### src/tk_settings.svh
`ifndef TK_SETTINGS_SVH
`define TK_SETTINGS_SVH

// Bus widths
`define TK_ADDR_W 8
`define TK_DATA_W 32

// Identity words
// "tk1 " and "ctrl" in ASCII
`define TK_NAME0   32'h746b3120
`define TK_NAME1   32'h6374726c
`define TK_VERSION 32'h00000004

// Unique device identity
`define TK_UDI0 32'h0f1e2d3c
`define TK_UDI1 32'h4b5a6978

// LED state out of reset, red and green lit
`define TK_LED_RESET 3'b110

`endif

### src/tk_bus_pkg.sv
`default_nettype none
`include "tk_settings.svh"

package tk_bus_pkg;

  // --------------------
  // Bus word types
  // --------------------
  typedef logic [`TK_ADDR_W-1:0] addr_t;
  typedef logic [`TK_DATA_W-1:0] data_t;

  // Owner of the shared bus
  typedef enum logic [1:0] {
    GRANT_IDLE = 2'd0,
    GRANT_M0   = 2'd1,
    GRANT_M1   = 2'd2
  } grant_e;

  // Completion status, maps straight onto pslverr
  typedef enum logic {
    RESP_OKAY  = 1'b0,
    RESP_ERROR = 1'b1
  } resp_e;

endpackage

`default_nettype wire

### src/tk_map_pkg.sv
`default_nettype none
`include "tk_settings.svh"

package tk_map_pkg;

  // --------------------
  // Address regions
  // --------------------
  typedef enum logic [1:0] {
    REGION_CTRL   = 2'd0,
    REGION_SECRET = 2'd1,
    REGION_NONE   = 2'd2
  } region_e;

  localparam logic [`TK_ADDR_W-1:0] CTRL_LAST   = 8'h1f;
  localparam logic [`TK_ADDR_W-1:0] SECRET_LAST = 8'h3f;

  // Control block offsets
  typedef enum logic [`TK_ADDR_W-1:0] {
    CTRL_NAME0      = 8'h00,
    CTRL_NAME1      = 8'h01,
    CTRL_VERSION    = 8'h02,
    CTRL_SWITCH_APP = 8'h08,
    CTRL_LED        = 8'h09,
    CTRL_GPIO       = 8'h0a,
    CTRL_APP_START  = 8'h0c,
    CTRL_APP_SIZE   = 8'h0d,
    CTRL_HASH_ADDR  = 8'h10
  } ctrl_reg_e;

  // Secret store layout
  localparam logic [`TK_ADDR_W-1:0] CDI_FIRST = 8'h20;
  localparam logic [`TK_ADDR_W-1:0] CDI_LAST  = 8'h27;
  localparam logic [`TK_ADDR_W-1:0] UDI_FIRST = 8'h30;
  localparam logic [`TK_ADDR_W-1:0] UDI_LAST  = 8'h31;

  // --------------------
  // Field bit positions
  // --------------------
  localparam int LED_R_BIT = 2;
  localparam int LED_G_BIT = 1;
  localparam int LED_B_BIT = 0;

  localparam int GPIO1_BIT = 0;
  localparam int GPIO2_BIT = 1;
  localparam int GPIO3_BIT = 2;
  localparam int GPIO4_BIT = 3;

  function automatic region_e decode_region(logic [`TK_ADDR_W-1:0] addr);
    region_e region;
    if (addr <= CTRL_LAST) begin
      region = REGION_CTRL;
    end else if (addr <= SECRET_LAST) begin
      region = REGION_SECRET;
    end else begin
      region = REGION_NONE;
    end
    return region;
  endfunction

endpackage

`default_nettype wire

### src/apb_if.sv
`default_nettype none

interface apb_if
  import tk_bus_pkg::*;
();

  // Request side
  addr_t paddr;
  logic  pwrite;
  data_t pwdata;
  logic  psel;
  logic  penable;

  // Completion side
  data_t prdata;
  logic  pready;
  logic  pslverr;

  // Bus master or interconnect output port
  modport requester (
    output paddr, pwrite, pwdata, psel, penable,
    input  prdata, pready, pslverr
  );

  // Slave or interconnect input port
  modport completer (
    input  paddr, pwrite, pwdata, psel, penable,
    output prdata, pready, pslverr
  );

endinterface

`default_nettype wire

### src/apb_interconnect.sv
`default_nettype none

module apb_interconnect
  import tk_bus_pkg::*, tk_map_pkg::*;
(
  input  wire      clk,
  input  wire      reset_n,
  apb_if.completer m0,
  apb_if.completer m1,
  apb_if.requester ctrl_bus,
  apb_if.requester secret_bus
);

  grant_e  grant_q;
  grant_e  arb_grant;
  grant_e  sel;
  logic    last_m1_q;
  logic    use_m1;

  addr_t   req_paddr;
  logic    req_pwrite;
  data_t   req_pwdata;
  logic    req_psel;
  logic    req_penable;
  region_e region;

  data_t   rsp_rdata;
  logic    rsp_ready;
  resp_e   rsp_resp;

  // --------------------
  // Arbitration
  // --------------------

  // Round robin only matters when both ask in the same idle cycle
  always_comb begin
    if (m0.psel && m1.psel) begin
      arb_grant = last_m1_q ? GRANT_M0 : GRANT_M1;
    end else if (m0.psel) begin
      arb_grant = GRANT_M0;
    end else if (m1.psel) begin
      arb_grant = GRANT_M1;
    end else begin
      arb_grant = GRANT_IDLE;
    end
  end

  // First cycle of a grant acts as the slave's setup phase
  assign sel    = (grant_q == GRANT_IDLE) ? arb_grant : grant_q;
  assign use_m1 = (sel == GRANT_M1);

  always_ff @(posedge clk) begin
    if (!reset_n) begin
      grant_q   <= GRANT_IDLE;
      last_m1_q <= 1'b0;
    end else if (grant_q == GRANT_IDLE) begin
      grant_q <= arb_grant;
      if (arb_grant != GRANT_IDLE) begin
        last_m1_q <= (arb_grant == GRANT_M1);
      end
    end else if (rsp_ready) begin
      grant_q <= GRANT_IDLE;
    end
  end

  // --------------------
  // Request path
  // --------------------
  assign req_paddr   = use_m1 ? m1.paddr : m0.paddr;
  assign req_pwrite  = use_m1 ? m1.pwrite : m0.pwrite;
  assign req_pwdata  = use_m1 ? m1.pwdata : m0.pwdata;
  assign req_psel    = ((sel == GRANT_M0) & m0.psel) | ((sel == GRANT_M1) & m1.psel);
  // A waiting master already has penable up so it is held back one cycle
  assign req_penable = (grant_q != GRANT_IDLE) & (use_m1 ? m1.penable : m0.penable);
  assign region      = decode_region(req_paddr);

  assign ctrl_bus.paddr   = req_paddr;
  assign ctrl_bus.pwrite  = req_pwrite;
  assign ctrl_bus.pwdata  = req_pwdata;
  assign ctrl_bus.psel    = req_psel & (region == REGION_CTRL);
  assign ctrl_bus.penable = req_penable;

  assign secret_bus.paddr   = req_paddr;
  assign secret_bus.pwrite  = req_pwrite;
  assign secret_bus.pwdata  = req_pwdata;
  assign secret_bus.psel    = req_psel & (region == REGION_SECRET);
  assign secret_bus.penable = req_penable;

  // --------------------
  // Response path
  // --------------------
  always_comb begin
    rsp_rdata = '0;
    rsp_ready = 1'b0;
    rsp_resp  = RESP_OKAY;
    case (region)
      REGION_CTRL: begin
        rsp_rdata = ctrl_bus.prdata;
        rsp_ready = ctrl_bus.pready;
        rsp_resp  = ctrl_bus.pslverr ? RESP_ERROR : RESP_OKAY;
      end
      REGION_SECRET: begin
        rsp_rdata = secret_bus.prdata;
        rsp_ready = secret_bus.pready;
        rsp_resp  = secret_bus.pslverr ? RESP_ERROR : RESP_OKAY;
      end
      default: begin
        // Unmapped addresses are answered here
        rsp_ready = req_psel & req_penable;
        rsp_resp  = RESP_ERROR;
      end
    endcase
  end

  assign m0.prdata  = (sel == GRANT_M0) ? rsp_rdata : '0;
  assign m0.pready  = (sel == GRANT_M0) & rsp_ready;
  assign m0.pslverr = (sel == GRANT_M0) & rsp_ready & (rsp_resp == RESP_ERROR);

  assign m1.prdata  = (sel == GRANT_M1) ? rsp_rdata : '0;
  assign m1.pready  = (sel == GRANT_M1) & rsp_ready;
  assign m1.pslverr = (sel == GRANT_M1) & rsp_ready & (rsp_resp == RESP_ERROR);

  // Masters must not abandon a granted transfer
  a_m0_hold: assert property (@(posedge clk) disable iff (!reset_n)
    (sel == GRANT_M0 && m0.psel && !m0.pready) |=> m0.psel);
  a_m1_hold: assert property (@(posedge clk) disable iff (!reset_n)
    (sel == GRANT_M1 && m1.psel && !m1.pready) |=> m1.psel);

endmodule

`default_nettype wire

### src/secret_store.sv
`default_nettype none
`include "tk_settings.svh"

module secret_store
  import tk_bus_pkg::*, tk_map_pkg::*;
(
  input  wire      clk,
  input  wire      reset_n,
  apb_if.completer bus,
  input  wire      app_mode
);

  localparam int CDI_WORDS = 8;

  data_t                          cdi_q [CDI_WORDS];
  logic                           access;
  logic                           in_cdi;
  logic                           in_udi;
  logic                           cdi_we;
  logic [$clog2(CDI_WORDS)-1:0]   cdi_idx;
  data_t                          udi_word;
  data_t                          rdata;
  resp_e                          resp;

  assign access   = bus.psel & bus.penable;
  assign in_cdi   = (bus.paddr >= CDI_FIRST) && (bus.paddr <= CDI_LAST);
  assign in_udi   = (bus.paddr >= UDI_FIRST) && (bus.paddr <= UDI_LAST);
  assign cdi_idx  = bus.paddr[$clog2(CDI_WORDS)-1:0];
  assign udi_word = bus.paddr[0] ? `TK_UDI1 : `TK_UDI0;

  // --------------------
  // Access rules
  // --------------------
  always_comb begin
    rdata  = '0;
    resp   = RESP_OKAY;
    cdi_we = 1'b0;
    if (in_cdi) begin
      rdata = cdi_q[cdi_idx];
      if (bus.pwrite) begin
        if (app_mode) begin
          resp = RESP_ERROR;
        end else begin
          cdi_we = access;
        end
      end
    end else if (in_udi) begin
      // UDI is read only and hidden from the application
      if (bus.pwrite || app_mode) begin
        resp = RESP_ERROR;
      end else begin
        rdata = udi_word;
      end
    end else begin
      resp = RESP_ERROR;
    end
  end

  assign bus.prdata  = rdata;
  assign bus.pready  = access;
  assign bus.pslverr = access & (resp == RESP_ERROR);

  always_ff @(posedge clk) begin
    if (!reset_n) begin
      for (int i = 0; i < CDI_WORDS; i++) begin
        cdi_q[i] <= '0;
      end
    end else if (cdi_we) begin
      cdi_q[cdi_idx] <= bus.pwdata;
    end
  end

endmodule

`default_nettype wire

### src/sys_ctrl_regs.sv
`default_nettype none
`include "tk_settings.svh"

module sys_ctrl_regs
  import tk_bus_pkg::*, tk_map_pkg::*;
(
  input  wire      clk,
  input  wire      reset_n,
  apb_if.completer bus,
  input  wire      gpio1,
  input  wire      gpio2,
  output logic     gpio3,
  output logic     gpio4,
  output logic     led_r,
  output logic     led_g,
  output logic     led_b,
  output logic     app_mode
);

  logic       app_mode_q;
  logic [2:0] led_q;
  logic [1:0] gpio1_sync;
  logic [1:0] gpio2_sync;
  logic       gpio3_q;
  logic       gpio4_q;
  data_t      app_start_q;
  data_t      app_size_q;
  data_t      hash_addr_q;

  logic       access;
  logic       wr;
  logic       switch_we;
  logic       led_we;
  logic       gpio_we;
  logic       app_start_we;
  logic       app_size_we;
  logic       hash_addr_we;
  logic       bad;
  logic [3:0] gpio_rd;
  data_t      rdata;
  resp_e      resp;

  assign access = bus.psel & bus.penable;
  assign wr     = access & bus.pwrite;

  always_comb begin
    gpio_rd            = '0;
    gpio_rd[GPIO1_BIT] = gpio1_sync[1];
    gpio_rd[GPIO2_BIT] = gpio2_sync[1];
    gpio_rd[GPIO3_BIT] = gpio3_q;
    gpio_rd[GPIO4_BIT] = gpio4_q;
  end

  // --------------------
  // Register decode
  // --------------------
  always_comb begin
    switch_we    = 1'b0;
    led_we       = 1'b0;
    gpio_we      = 1'b0;
    app_start_we = 1'b0;
    app_size_we  = 1'b0;
    hash_addr_we = 1'b0;
    bad          = 1'b0;
    rdata        = '0;
    case (bus.paddr)
      CTRL_NAME0: begin
        rdata = `TK_NAME0;
        bad   = bus.pwrite;
      end
      CTRL_NAME1: begin
        rdata = `TK_NAME1;
        bad   = bus.pwrite;
      end
      CTRL_VERSION: begin
        rdata = `TK_VERSION;
        bad   = bus.pwrite;
      end
      CTRL_SWITCH_APP: begin
        rdata     = {`TK_DATA_W{app_mode_q}};
        switch_we = wr;
      end
      CTRL_LED: begin
        rdata  = data_t'(led_q);
        led_we = wr;
      end
      CTRL_GPIO: begin
        rdata   = data_t'(gpio_rd);
        gpio_we = wr;
      end
      // Application region is frozen once the app runs
      CTRL_APP_START: begin
        rdata        = app_start_q;
        app_start_we = wr & !app_mode_q;
        bad          = bus.pwrite & app_mode_q;
      end
      CTRL_APP_SIZE: begin
        rdata       = app_size_q;
        app_size_we = wr & !app_mode_q;
        bad         = bus.pwrite & app_mode_q;
      end
      CTRL_HASH_ADDR: begin
        rdata        = hash_addr_q;
        hash_addr_we = wr & !app_mode_q;
        bad          = bus.pwrite & app_mode_q;
      end
      default: bad = 1'b1;
    endcase
    resp = bad ? RESP_ERROR : RESP_OKAY;
  end

  assign bus.prdata  = rdata;
  assign bus.pready  = access;
  assign bus.pslverr = access & (resp == RESP_ERROR);

  // --------------------
  // Register update
  // --------------------
  always_ff @(posedge clk) begin
    if (!reset_n) begin
      app_mode_q  <= 1'b0;
      led_q       <= `TK_LED_RESET;
      gpio1_sync  <= '0;
      gpio2_sync  <= '0;
      gpio3_q     <= 1'b0;
      gpio4_q     <= 1'b0;
      app_start_q <= '0;
      app_size_q  <= '0;
      hash_addr_q <= '0;
    end else begin
      // Two flop synchronizers for the pins
      gpio1_sync <= {gpio1_sync[0], gpio1};
      gpio2_sync <= {gpio2_sync[0], gpio2};
      if (switch_we) begin
        app_mode_q <= 1'b1;
      end
      if (led_we) begin
        led_q[LED_R_BIT] <= bus.pwdata[LED_R_BIT];
        led_q[LED_G_BIT] <= bus.pwdata[LED_G_BIT];
        led_q[LED_B_BIT] <= bus.pwdata[LED_B_BIT];
      end
      if (gpio_we) begin
        gpio3_q <= bus.pwdata[GPIO3_BIT];
        gpio4_q <= bus.pwdata[GPIO4_BIT];
      end
      if (app_start_we) begin
        app_start_q <= bus.pwdata;
      end
      if (app_size_we) begin
        app_size_q <= bus.pwdata;
      end
      if (hash_addr_we) begin
        hash_addr_q <= bus.pwdata;
      end
    end
  end

  assign gpio3    = gpio3_q;
  assign gpio4    = gpio4_q;
  assign led_r    = led_q[LED_R_BIT];
  assign led_g    = led_q[LED_G_BIT];
  assign led_b    = led_q[LED_B_BIT];
  assign app_mode = app_mode_q;

  // Every access phase follows its own setup phase
  a_setup_first: assert property (@(posedge clk) disable iff (!reset_n)
    (bus.psel && bus.penable) |-> $past(bus.psel && !bus.penable));

endmodule

`default_nettype wire

### src/tk_ctrl_top.sv
`default_nettype none
`include "tk_settings.svh"

module tk_ctrl_top (
  input  wire                   clk,
  input  wire                   reset_n,
  // CPU port
  input  wire  [`TK_ADDR_W-1:0] m0_paddr,
  input  wire                   m0_pwrite,
  input  wire  [`TK_DATA_W-1:0] m0_pwdata,
  input  wire                   m0_psel,
  input  wire                   m0_penable,
  output logic [`TK_DATA_W-1:0] m0_prdata,
  output logic                  m0_pready,
  output logic                  m0_pslverr,
  // Debug and provisioning port
  input  wire  [`TK_ADDR_W-1:0] m1_paddr,
  input  wire                   m1_pwrite,
  input  wire  [`TK_DATA_W-1:0] m1_pwdata,
  input  wire                   m1_psel,
  input  wire                   m1_penable,
  output logic [`TK_DATA_W-1:0] m1_prdata,
  output logic                  m1_pready,
  output logic                  m1_pslverr,
  // Pins
  input  wire                   gpio1,
  input  wire                   gpio2,
  output logic                  gpio3,
  output logic                  gpio4,
  output logic                  led_r,
  output logic                  led_g,
  output logic                  led_b,
  output logic                  fw_app_mode
);

  apb_if m0_bus ();
  apb_if m1_bus ();
  apb_if ctrl_bus ();
  apb_if secret_bus ();

  logic app_mode;

  // --------------------
  // Master ports
  // --------------------
  assign m0_bus.paddr   = m0_paddr;
  assign m0_bus.pwrite  = m0_pwrite;
  assign m0_bus.pwdata  = m0_pwdata;
  assign m0_bus.psel    = m0_psel;
  assign m0_bus.penable = m0_penable;
  assign m0_prdata      = m0_bus.prdata;
  assign m0_pready      = m0_bus.pready;
  assign m0_pslverr     = m0_bus.pslverr;

  assign m1_bus.paddr   = m1_paddr;
  assign m1_bus.pwrite  = m1_pwrite;
  assign m1_bus.pwdata  = m1_pwdata;
  assign m1_bus.psel    = m1_psel;
  assign m1_bus.penable = m1_penable;
  assign m1_prdata      = m1_bus.prdata;
  assign m1_pready      = m1_bus.pready;
  assign m1_pslverr     = m1_bus.pslverr;

  apb_interconnect u_apb_interconnect (
    .clk        (clk),
    .reset_n    (reset_n),
    .m0         (m0_bus),
    .m1         (m1_bus),
    .ctrl_bus   (ctrl_bus),
    .secret_bus (secret_bus)
  );

  sys_ctrl_regs u_sys_ctrl_regs (
    .clk      (clk),
    .reset_n  (reset_n),
    .bus      (ctrl_bus),
    .gpio1    (gpio1),
    .gpio2    (gpio2),
    .gpio3    (gpio3),
    .gpio4    (gpio4),
    .led_r    (led_r),
    .led_g    (led_g),
    .led_b    (led_b),
    .app_mode (app_mode)
  );

  secret_store u_secret_store (
    .clk      (clk),
    .reset_n  (reset_n),
    .bus      (secret_bus),
    .app_mode (app_mode)
  );

  assign fw_app_mode = app_mode;

endmodule

`default_nettype wire

### config.mk
export PLATFORM = sky130hd
export DESIGN_NAME = tk_ctrl_top
export DESIGN_NICKNAME = d
export VERILOG_FILES = /design/src/tk_bus_pkg.sv /design/src/tk_map_pkg.sv /design/src/apb_if.sv /design/src/apb_interconnect.sv /design/src/secret_store.sv /design/src/sys_ctrl_regs.sv /design/src/tk_ctrl_top.sv
export VERILOG_INCLUDE_DIRS = /design/src /design/src/src
export SDC_FILE = /design/constraint.sdc
export NUM_CORES = 1
export LEC_CHECK = 0
export BUFFER_PORTS_ARGS = -buffer_cell sky130_fd_sc_hd__buf_2
export CAP_MARGIN = 15
export CORE_MARGIN = 5
export CORE_UTILIZATION = 30
export DETAILED_ROUTE_END_ITERATION = 10
export HOLD_SLACK_MARGIN = 0.1
export PLACE_DENSITY = 0.42
export SYNTH_ARGS = -nofsm -noshare
export SYNTH_HDL_FRONTEND = slang
export SYNTH_SLANG_ARGS = --single-unit
### constraint.sdc
create_clock -name clk -period 8.16 [get_ports clk]
set_input_delay 1.224 -clock clk [delete_from_list [all_inputs] [get_ports clk]]
set_output_delay 1.224 -clock clk [all_outputs]
set_load 0.03 [all_outputs]
==> results of run 1 <==
-- flip-flops by register name, indices dropped and copies added (netlist names) --
name                          count
u_sys_ctrl_regs.gpio2_sync        2
u_sys_ctrl_regs.app_mode          1
u_secret_store.cdi_q            256
u_sys_ctrl_regs.hash_addr_q      32
u_sys_ctrl_regs.led_q             3
u_sys_ctrl_regs.app_size_q       32
u_sys_ctrl_regs.gpio1_sync        2
u_sys_ctrl_regs.gpio4             1
u_apb_interconnect.grant_q        2
u_apb_interconnect.last_m1_q      1
u_sys_ctrl_regs.app_start_q      32
u_sys_ctrl_regs.gpio3             1
-- cell families (layout without fill, tap and decap cells) --
group | Yosys count | after routing | share of synthesized area, %
compound gates | 383 | 383 | 16.57
fa+ha+maj | 1 | 1 | 0.05637
flops | 365 | 365 | 55.58
other cells | 0 | 1 | 0
simple gates | 747 | 747 | 18.76
mux | 81 | 81 | 4.735
buf+inv | 173 | 312 | 4.305
-- path summary, 6_finish.rpt --
path / endpoint / slack [ps] / cells after the start
max: m1_prdata[2] / 1830 / 10
min: u_sys_ctrl_regs.gpio2_sync[1]$_SDFF_PN0_ / 430 / 1
max reg2reg: u_secret_store.cdi_q[4][11]$_SDFFCE_PN0P_ / 3530 / 8
min reg2reg: u_sys_ctrl_regs.gpio2_sync[1]$_SDFF_PN0_ / 430 / 1
-- synth_stat cells, types with 7 or more instances --
master | n | area share [%]
or3_1 | 10 | 0.35
buf_2 | 32 | 0.90
nor2_1 | 295 | 6.2
buf_1 | 17 | 0.36
dfxtp_1 | 109 | 12
o22ai_1 | 27 | 0.95
edfxtp_1 | 256 | 43
and2_1 | 73 | 2.6
o221ai_1 | 26 | 1.3
a222oi_1 | 20 | 1.1
and3_1 | 15 | 0.53
buf_6 | 9 | 0.57
mux2_2 | 8 | 0.51
nor3_1 | 21 | 0.59
clkbuf_1 | 106 | 2.2
nor2b_1 | 14 | 0.49
nand2b_1 | 9 | 0.32
nand3_1 | 40 | 1.1
nand4_1 | 10 | 0.35
a32oi_1 | 17 | 0.84
nand2_1 | 231 | 4.9
a22oi_1 | 16 | 0.68
a221oi_1 | 10 | 0.49
mux2i_1 | 70 | 3.9
a31oi_1 | 16 | 0.56
o211a_1 | 66 | 3.7
o21ai_0 | 65 | 1.8
o211ai_1 | 7 | 0.30
o2111ai_1 | 9 | 0.44
a21oi_1 | 40 | 1.1
a211oi_1 | 14 | 0.59
-- worst register-to-register path, cell delays in order, from the launching register on --
cell and delay (ps):
dfxtp_1 770, inv_2 210, a21oi_4 820, mux2i_1 220, or4_4 650, or3_1 330
buf_4 340, nand2_2 380, buf_4 530
-- report_power, final --
group / switching (mW) / internal, mW
sequential: 0.0200 / 2.02
clock: 0.825 / 1.12
combinational: 0.458 / 0.177
total: 1.30 / 3.32
-- through the flow --
step / power, mW / utilization, % / hold slack (ps) / cells
after detailed placement: 2.713 / 33.03 / 425.4 / 2576
after CTS: 4.667 / 35.44 / 431.8 / 2658
after global placement: 2.707 / 32.95 / 414.7 / 2572
after floorplan: 2.435 / - / 411.9 / 1750
final: 4.626 / 35.50 / 431.2 / 2663
after global routing: 4.784 / 35.50 / 457.6 / 2663
-- metal layers --
layer | track usage (%) | part of all wire (%) | up-vias
li1 | - | - | 6599
met1 | 30.47 | 44 | 7507
met2 | 35.09 | 47 | 573
met3 | 3.133 | 6.2 | 126
met4 | 7.882 | 3.5 | 0
met5 | 0 | 0 | -
-- final cells by class --
class	count	area [um^2]	area share (%)
Inverter	7	26.28	0.1259
Timing Repair Buffer	223	1289	6.175
Clock buffer	67	1280	6.133
Clock inverter	15	137.6	0.6594
Tap cell	773	967.2	4.634
Antenna cell	1	2.502	0.01199
Sequential cell	365	9869	47.29
Multi-Input combinational cell	1212	7300	34.97
==> summary.md, run 1 <==
| Metric | Value |
|---|---|
| Slew HR | `22.63%` |
| Worst-path clk slew | `60 ps` |
| Critical path arrival | `5100 ps` |
| Total Wirelength | `73,300 um` |
| Slowest cell on the critical path | `mux2i_2` |
| Layout Nets | `1,943` |
| Least-Margin Pin Slew | `1138 ps` |
| Commonest non-fill, non-tap cell in the layout | `nor2_1` |
| Synth Flop Type | `edfxtp_1` |
| Tmin final | `6327 ps` |
| CTS H-Tree Depth | `2` |
| Worst slack, placed | `1951 ps` |
| First-pass GRT wire length | `103,000 um` |
| Number of flops mapped to enable cells by yosys | `256` |
| Clk root buf | `clkbuf_16` |
| Core footprint | `58,800 um^2` |
| Commonest non-fill, non-tap cells in the layout | `nor2_1, edfxtp_1, nand2_1` |
| Hold wc startpoint | `u_sys_ctrl_regs.gpio2_sync[0]$_SDFF_PN0_` |
| Number of setup violations in the final report | `0` |
| Detailed Routing Iterations Pass 1 | `6` |
| WP data required | `6940 ps` |
| Routed vias/inst | `5.560` |
| Drt drc | `0` |
| DR vias | `14,810` |
| Max-Cap Viols | `0` |
| Reg2reg start | `u_apb_interconnect.grant_q[1]$_SDFFE_PN0P_` |
| Cts-stage hold buffer count | `0` |
| Number of gates resized after CTS | `0` |
| Postcts setup bufs | `0` |
| Crit path launch | `m1_psel` |
| HP Class | `register to register` |
| Clk sinks | `365` |
| RD Place Congestion | `0.8892` |
| Final Hold Viols | `0` |
| Initial drt markers | `1,521` |
| Register area share after synthesis | `55.58%` |
| Power per cell area | `221.6 nW/um^2` |
| CTS Buffer Depth | `3` |
| Largest net degree at the start of global routing | `65` |
| DR WL/cell | `27.53 um` |
| FFs w/ async S/R, synth | `0%` |
| Initial Utilization | `30.20%` |
| Fin crit share | `77.53%` |
| Vias in the first global route | `14,140` |
| Yosys warning total | `0` |
| Fin worst setup slack | `1833 ps` |
| Die height | `253.3 um` |
| Crit. End Element | `output pin` |
| Overflow after GRT | `0` |
| FF+latch count, synth | `365` |
| Die area | `64,160 um^2` |
| TritonCTS Buffers | `44` |
| Post-route ant nets | `0` |
| Max Freq | `158.1 MHz` |
| IO buf count | `163` |
| Crit path cell chain | `buf_2 -> a21boi_2 -> o21ai_4 -> buf_4 -> mux2i_2 -> o22ai_1 -> nor3_1 -> or3_1 -> and2_1 -> buf_2` |
| Syn avg cell area | `10.15 um^2` |
| Initial antenna violation count | `3` |
| Most used cell, CP | `buf_2` |
| # IOs | `164` |
| Peak supply drop | `136.5 uV` |
| DPL Wire Length | `46,120 um` |
| Crit path max-delay family | `compound AO/OA/AOI/OAI gates` |
| Max Fanout on Critical Path | `23` |
| Area Growth Syn to Fin | `17.53%` |
| Final design area excluding fillers | `20,870 um^2` |
| RSZ-0062 raised after global routing | `no` |
| Fillers | `6,001` |
| Final Max Slew Viols | `0` |
| Synth unique cells | `75` |
| Crit-path max cell delay | `820 ps` |
| Placed Area | `19,420 um^2` |
| Synthesized net count | `1,840` |
| Syn Inst Count | `1,750` |
| Pleak | `8.585 nW` |
| Clock Skews | `25.30 ps` |
| Chip width | `253.3 um` |
| GRT Total Usage | `21.93%` |
| Setup CP Type | `input port to output pin` |
| Layout cell share with drive strength beyond 1 | `18.95%` |
| Setup TNS Final | `0 ps` |
| Buffer and inverter count on the worst path | `3` |
| Status | `completed` |
| Worst-skew pair later-pin latency | `600 ps` |
| Row cnt | `89` |
| CTS tree | `done` |
| Post-Syn Area | `17,760 um^2` |
| Crit start category | `input port` |
(Power assumes the default switching activity.)
==> run 2: changes to the inputs <==
Clock period 8.16 ns to 5.9 ns, I/O delays scaled along.
==> summary.md, run 2 (synthesis results as in run 1) <==
| Metric | Value |
|---|---|
| Status | `completed (unchanged)` |
| Final design area excluding fillers | `21,040 um^2 (was 20,870 um^2)` |
| Stages on worst setup path | `8 (was 10)` |
| Max Freq | `191.9 MHz` |
| Least-Margin Pin Slew | `1200 ps (was 1138 ps)` |
| Placed Area | `19,630 um^2 (was 19,420 um^2)` |
| Worst-skew pair later-pin latency | `600 ps (about the same)` |
| Max-Cap Viols | `0 (unchanged)` |
| Postcts setup bufs | `0 (unchanged)` |
| Max FFs per register | `256 (unchanged)` |
| Final cell count without fillers | `2,680 (was 2,663)` |
| Crit path to | `m0_prdata[18] (was m1_prdata[2])` |
| Crit start category | `register (was input port)` |
| Layout cell share with drive strength beyond 1 | `19.31% (was 18.95%)` |
| Setup TNS Final | `0 ps (unchanged)` |
| Buffer and inverter count on the worst path | `2 (was 3)` |
| Initial antenna violation count | `5 (was 3)` |
| Fin crit share | `88.33%` |
| GRT Total Usage | `21.87% (was 21.93%)` |
| TritonCTS Buffers | `44 (unchanged)` |
| RSZ-0062 raised after global routing | `no (unchanged)` |
| Largest net degree at the start of global routing | `61 (was 65)` |
| Number of setup violations in the final report | `0 (unchanged)` |
| Tmin final | `5211 ps` |
| Die height | `253.3 um (unchanged)` |
| Cts-stage hold buffer count | `0 (unchanged)` |
| Power per cell area | `302.9 nW/um^2 (was 221.6 nW/um^2)` |
| Vias in the first global route | `14,450 (was 14,140)` |
| WP data required | `5020 ps (was 6940 ps)` |
| Commonest non-fill, non-tap cell in the layout | `nor2_1 (unchanged)` |
| CTS Buffer Depth | `3 (unchanged)` |
| Clk sinks | `365 (unchanged)` |
| Commonest non-fill, non-tap cells in the layout | `nor2_1, edfxtp_1, nand2_1 (unchanged)` |
| Slowest cell on the critical path | `mux2_2 (was mux2i_2)` |
| Initial Utilization | `30.20% (unchanged)` |
| Area Growth Syn to Fin | `18.45% (was 17.53%)` |
| GR met2 Demand/Resource | `35.15% (was 35.09%)` |
| Placed instance count | `2,597 (was 2,576)` |
| DPL Wire Length | `47,040 um (was 46,120 um)` |
| Total Wirelength | `72,760 um (was 73,300 um)` |
| Routing usage on met3 | `3.431% (was 3.133%)` |
| Slew HR | `18.41% (was 22.63%)` |
| Final design utilization | `35.78% (was 35.50%)` |
| Detailed Routing Iterations Pass 1 | `6 (unchanged)` |
| Clk root buf | `clkbuf_16 (unchanged)` |
| Reg-to-reg critical path endpoint | `u_secret_store.cdi_q[7][13]$_SDFFCE_PN0P_ (was u_secret_store.cdi_q[4][11]$_SDFFCE_PN0P_)` |
| HP Class | `register to register (unchanged)` |
| Clock Skews | `20.98 ps (was 25.30 ps)` |
| Post-route ant nets | `0 (unchanged)` |
| Largest Register | `u_secret_store.cdi_q (unchanged)` |
| Setup CP Type | `register to output pin (was input port to output pin)` |
| Die area | `64,160 um^2 (unchanged)` |
| Busiest grt layer | `met2 (unchanged)` |
| Pwr Total | `6.372 mW (was 4.626 mW)` |
| Overflow after GRT | `0 (unchanged)` |
| Peak supply drop | `194.5 uV (was 136.5 uV)` |
| Crit-path max cell delay | `850 ps (was 820 ps)` |
| Critical path arrival | `4330 ps (was 5100 ps)` |
| Final Hold Viols | `0 (unchanged)` |
| Fillers | `5,972 (was 6,001)` |
| Crit path max-delay family | `simple AND/OR/NAND/NOR gates (was compound AO/OA/AOI/OAI gates)` |
| Crit path launch | `u_apb_interconnect.grant_q[0]$_SDFFE_PN0P_ (was m1_psel)` |
| Crit path cell chain | `inv_1 -> o21ai_4 -> mux2_2 -> nand2_1 -> or3_1 -> o211ai_1 -> and2_1 -> buf_2 (was buf_2 -> a21boi_2 -> o21ai_4 -> buf_4 -> mux2i_2 -> o22ai_1 -> nor3_1 -> or3_1 -> and2_1 -> buf_2)` |
| # IOs | `164 (unchanged)` |
| Final Max Slew Viols | `0 (unchanged)` |
| Fin worst setup slack | `688.7 ps (was 1833 ps)` |
| CTS tree | `done (unchanged)` |
| DR vias | `14,830 (was 14,810)` |
| Row cnt | `89 (unchanged)` |
| Core footprint | `58,800 um^2 (unchanged)` |
| DR WL/cell | `27.15 um (was 27.53 um)` |
| Crit. End Element | `output pin (unchanged)` |
| Met1 Use GR | `29.90% (was 30.47%)` |
| Routed vias/inst | `5.534 (was 5.560)` |
| First-pass GRT wire length | `102,800 um (was 103,000 um)` |
| Drt drc | `0 (unchanged)` |
| CTS H-Tree Depth | `2 (unchanged)` |
| Setup slack, reg-to-reg | `1880 ps (was 3530 ps)` |
| Worst slack, placed | `913.0 ps (was 1951 ps)` |
| Reg2reg start | `u_apb_interconnect.grant_q[1]$_SDFFE_PN0P_ (unchanged)` |
| Pleak | `8.667 nW (was 8.585 nW)` |
| WHS | `436.6 ps (was 431.2 ps)` |
| RD Place Congestion | `0.8822 (was 0.8892)` |
| IO buf count | `163 (unchanged)` |
| Number of gates resized after CTS | `0 (unchanged)` |
| Worst-path clk slew | `60 ps (about the same)` |
| Layout Nets | `1,961 (was 1,943)` |
| Initial drt markers | `1,508 (was 1,521)` |
| Max Fanout on Critical Path | `23 (unchanged)` |
| Chip width | `253.3 um (unchanged)` |
| FF-to-FF path depth | `7 (was 8)` |
-- run 2: power by group --
group | switching [mW] | total, mW | internal, mW
Sequential | 0.0271 | 2.82 | 2.80
Clock | 1.13 | 2.64 | 1.50
Combinational | 0.647 | 0.914 | 0.267
-- run 2: metal layers --
layer,wire length (um),vias to the layer above
li1,-,6637
met1,31540,7464
met2,33540,604
met4,2826,0
met3,4848,127
met5,0,-
-- run 2: worst min path at each step --
| stage | start | end | slack, ps | cells after the start |
|---|---|---|---|---|
| after floorplan | u_sys_ctrl_regs.gpio1_sync[0]$_SDFF_PN0_ | u_sys_ctrl_regs.gpio1_sync[1]$_SDFF_PN0_ | 410 | 1 |
| after global placement | u_sys_ctrl_regs.gpio2_sync[0]$_SDFF_PN0_ | u_sys_ctrl_regs.gpio2_sync[1]$_SDFF_PN0_ | 430 | 1 |
| after detailed placement | u_sys_ctrl_regs.gpio2_sync[0]$_SDFF_PN0_ | u_sys_ctrl_regs.gpio2_sync[1]$_SDFF_PN0_ | 430 | 1 |
| after CTS | u_sys_ctrl_regs.gpio2_sync[0]$_SDFF_PN0_ | u_sys_ctrl_regs.gpio2_sync[1]$_SDFF_PN0_ | 440 | 1 |
| after global routing | u_sys_ctrl_regs.gpio1_sync[0]$_SDFF_PN0_ | u_sys_ctrl_regs.gpio1_sync[1]$_SDFF_PN0_ | 470 | 1 |
| final | u_sys_ctrl_regs.gpio2_sync[0]$_SDFF_PN0_ | u_sys_ctrl_regs.gpio2_sync[1]$_SDFF_PN0_ | 440 | 1 |
-- run 2: final cells by class --
class,count,area (um^2),share of cell area (%)
sequential,365,9869,46.92
timing repair buffer,241,1504,7.150
tap,773,967.2,4.598
clock buffer,62,1262,6.002
antenna,1,2.502,0.01190
multi-input combinational,1212,7284,34.63
inverter,7,26.28,0.1249
clock inverter,19,118.9,0.5651
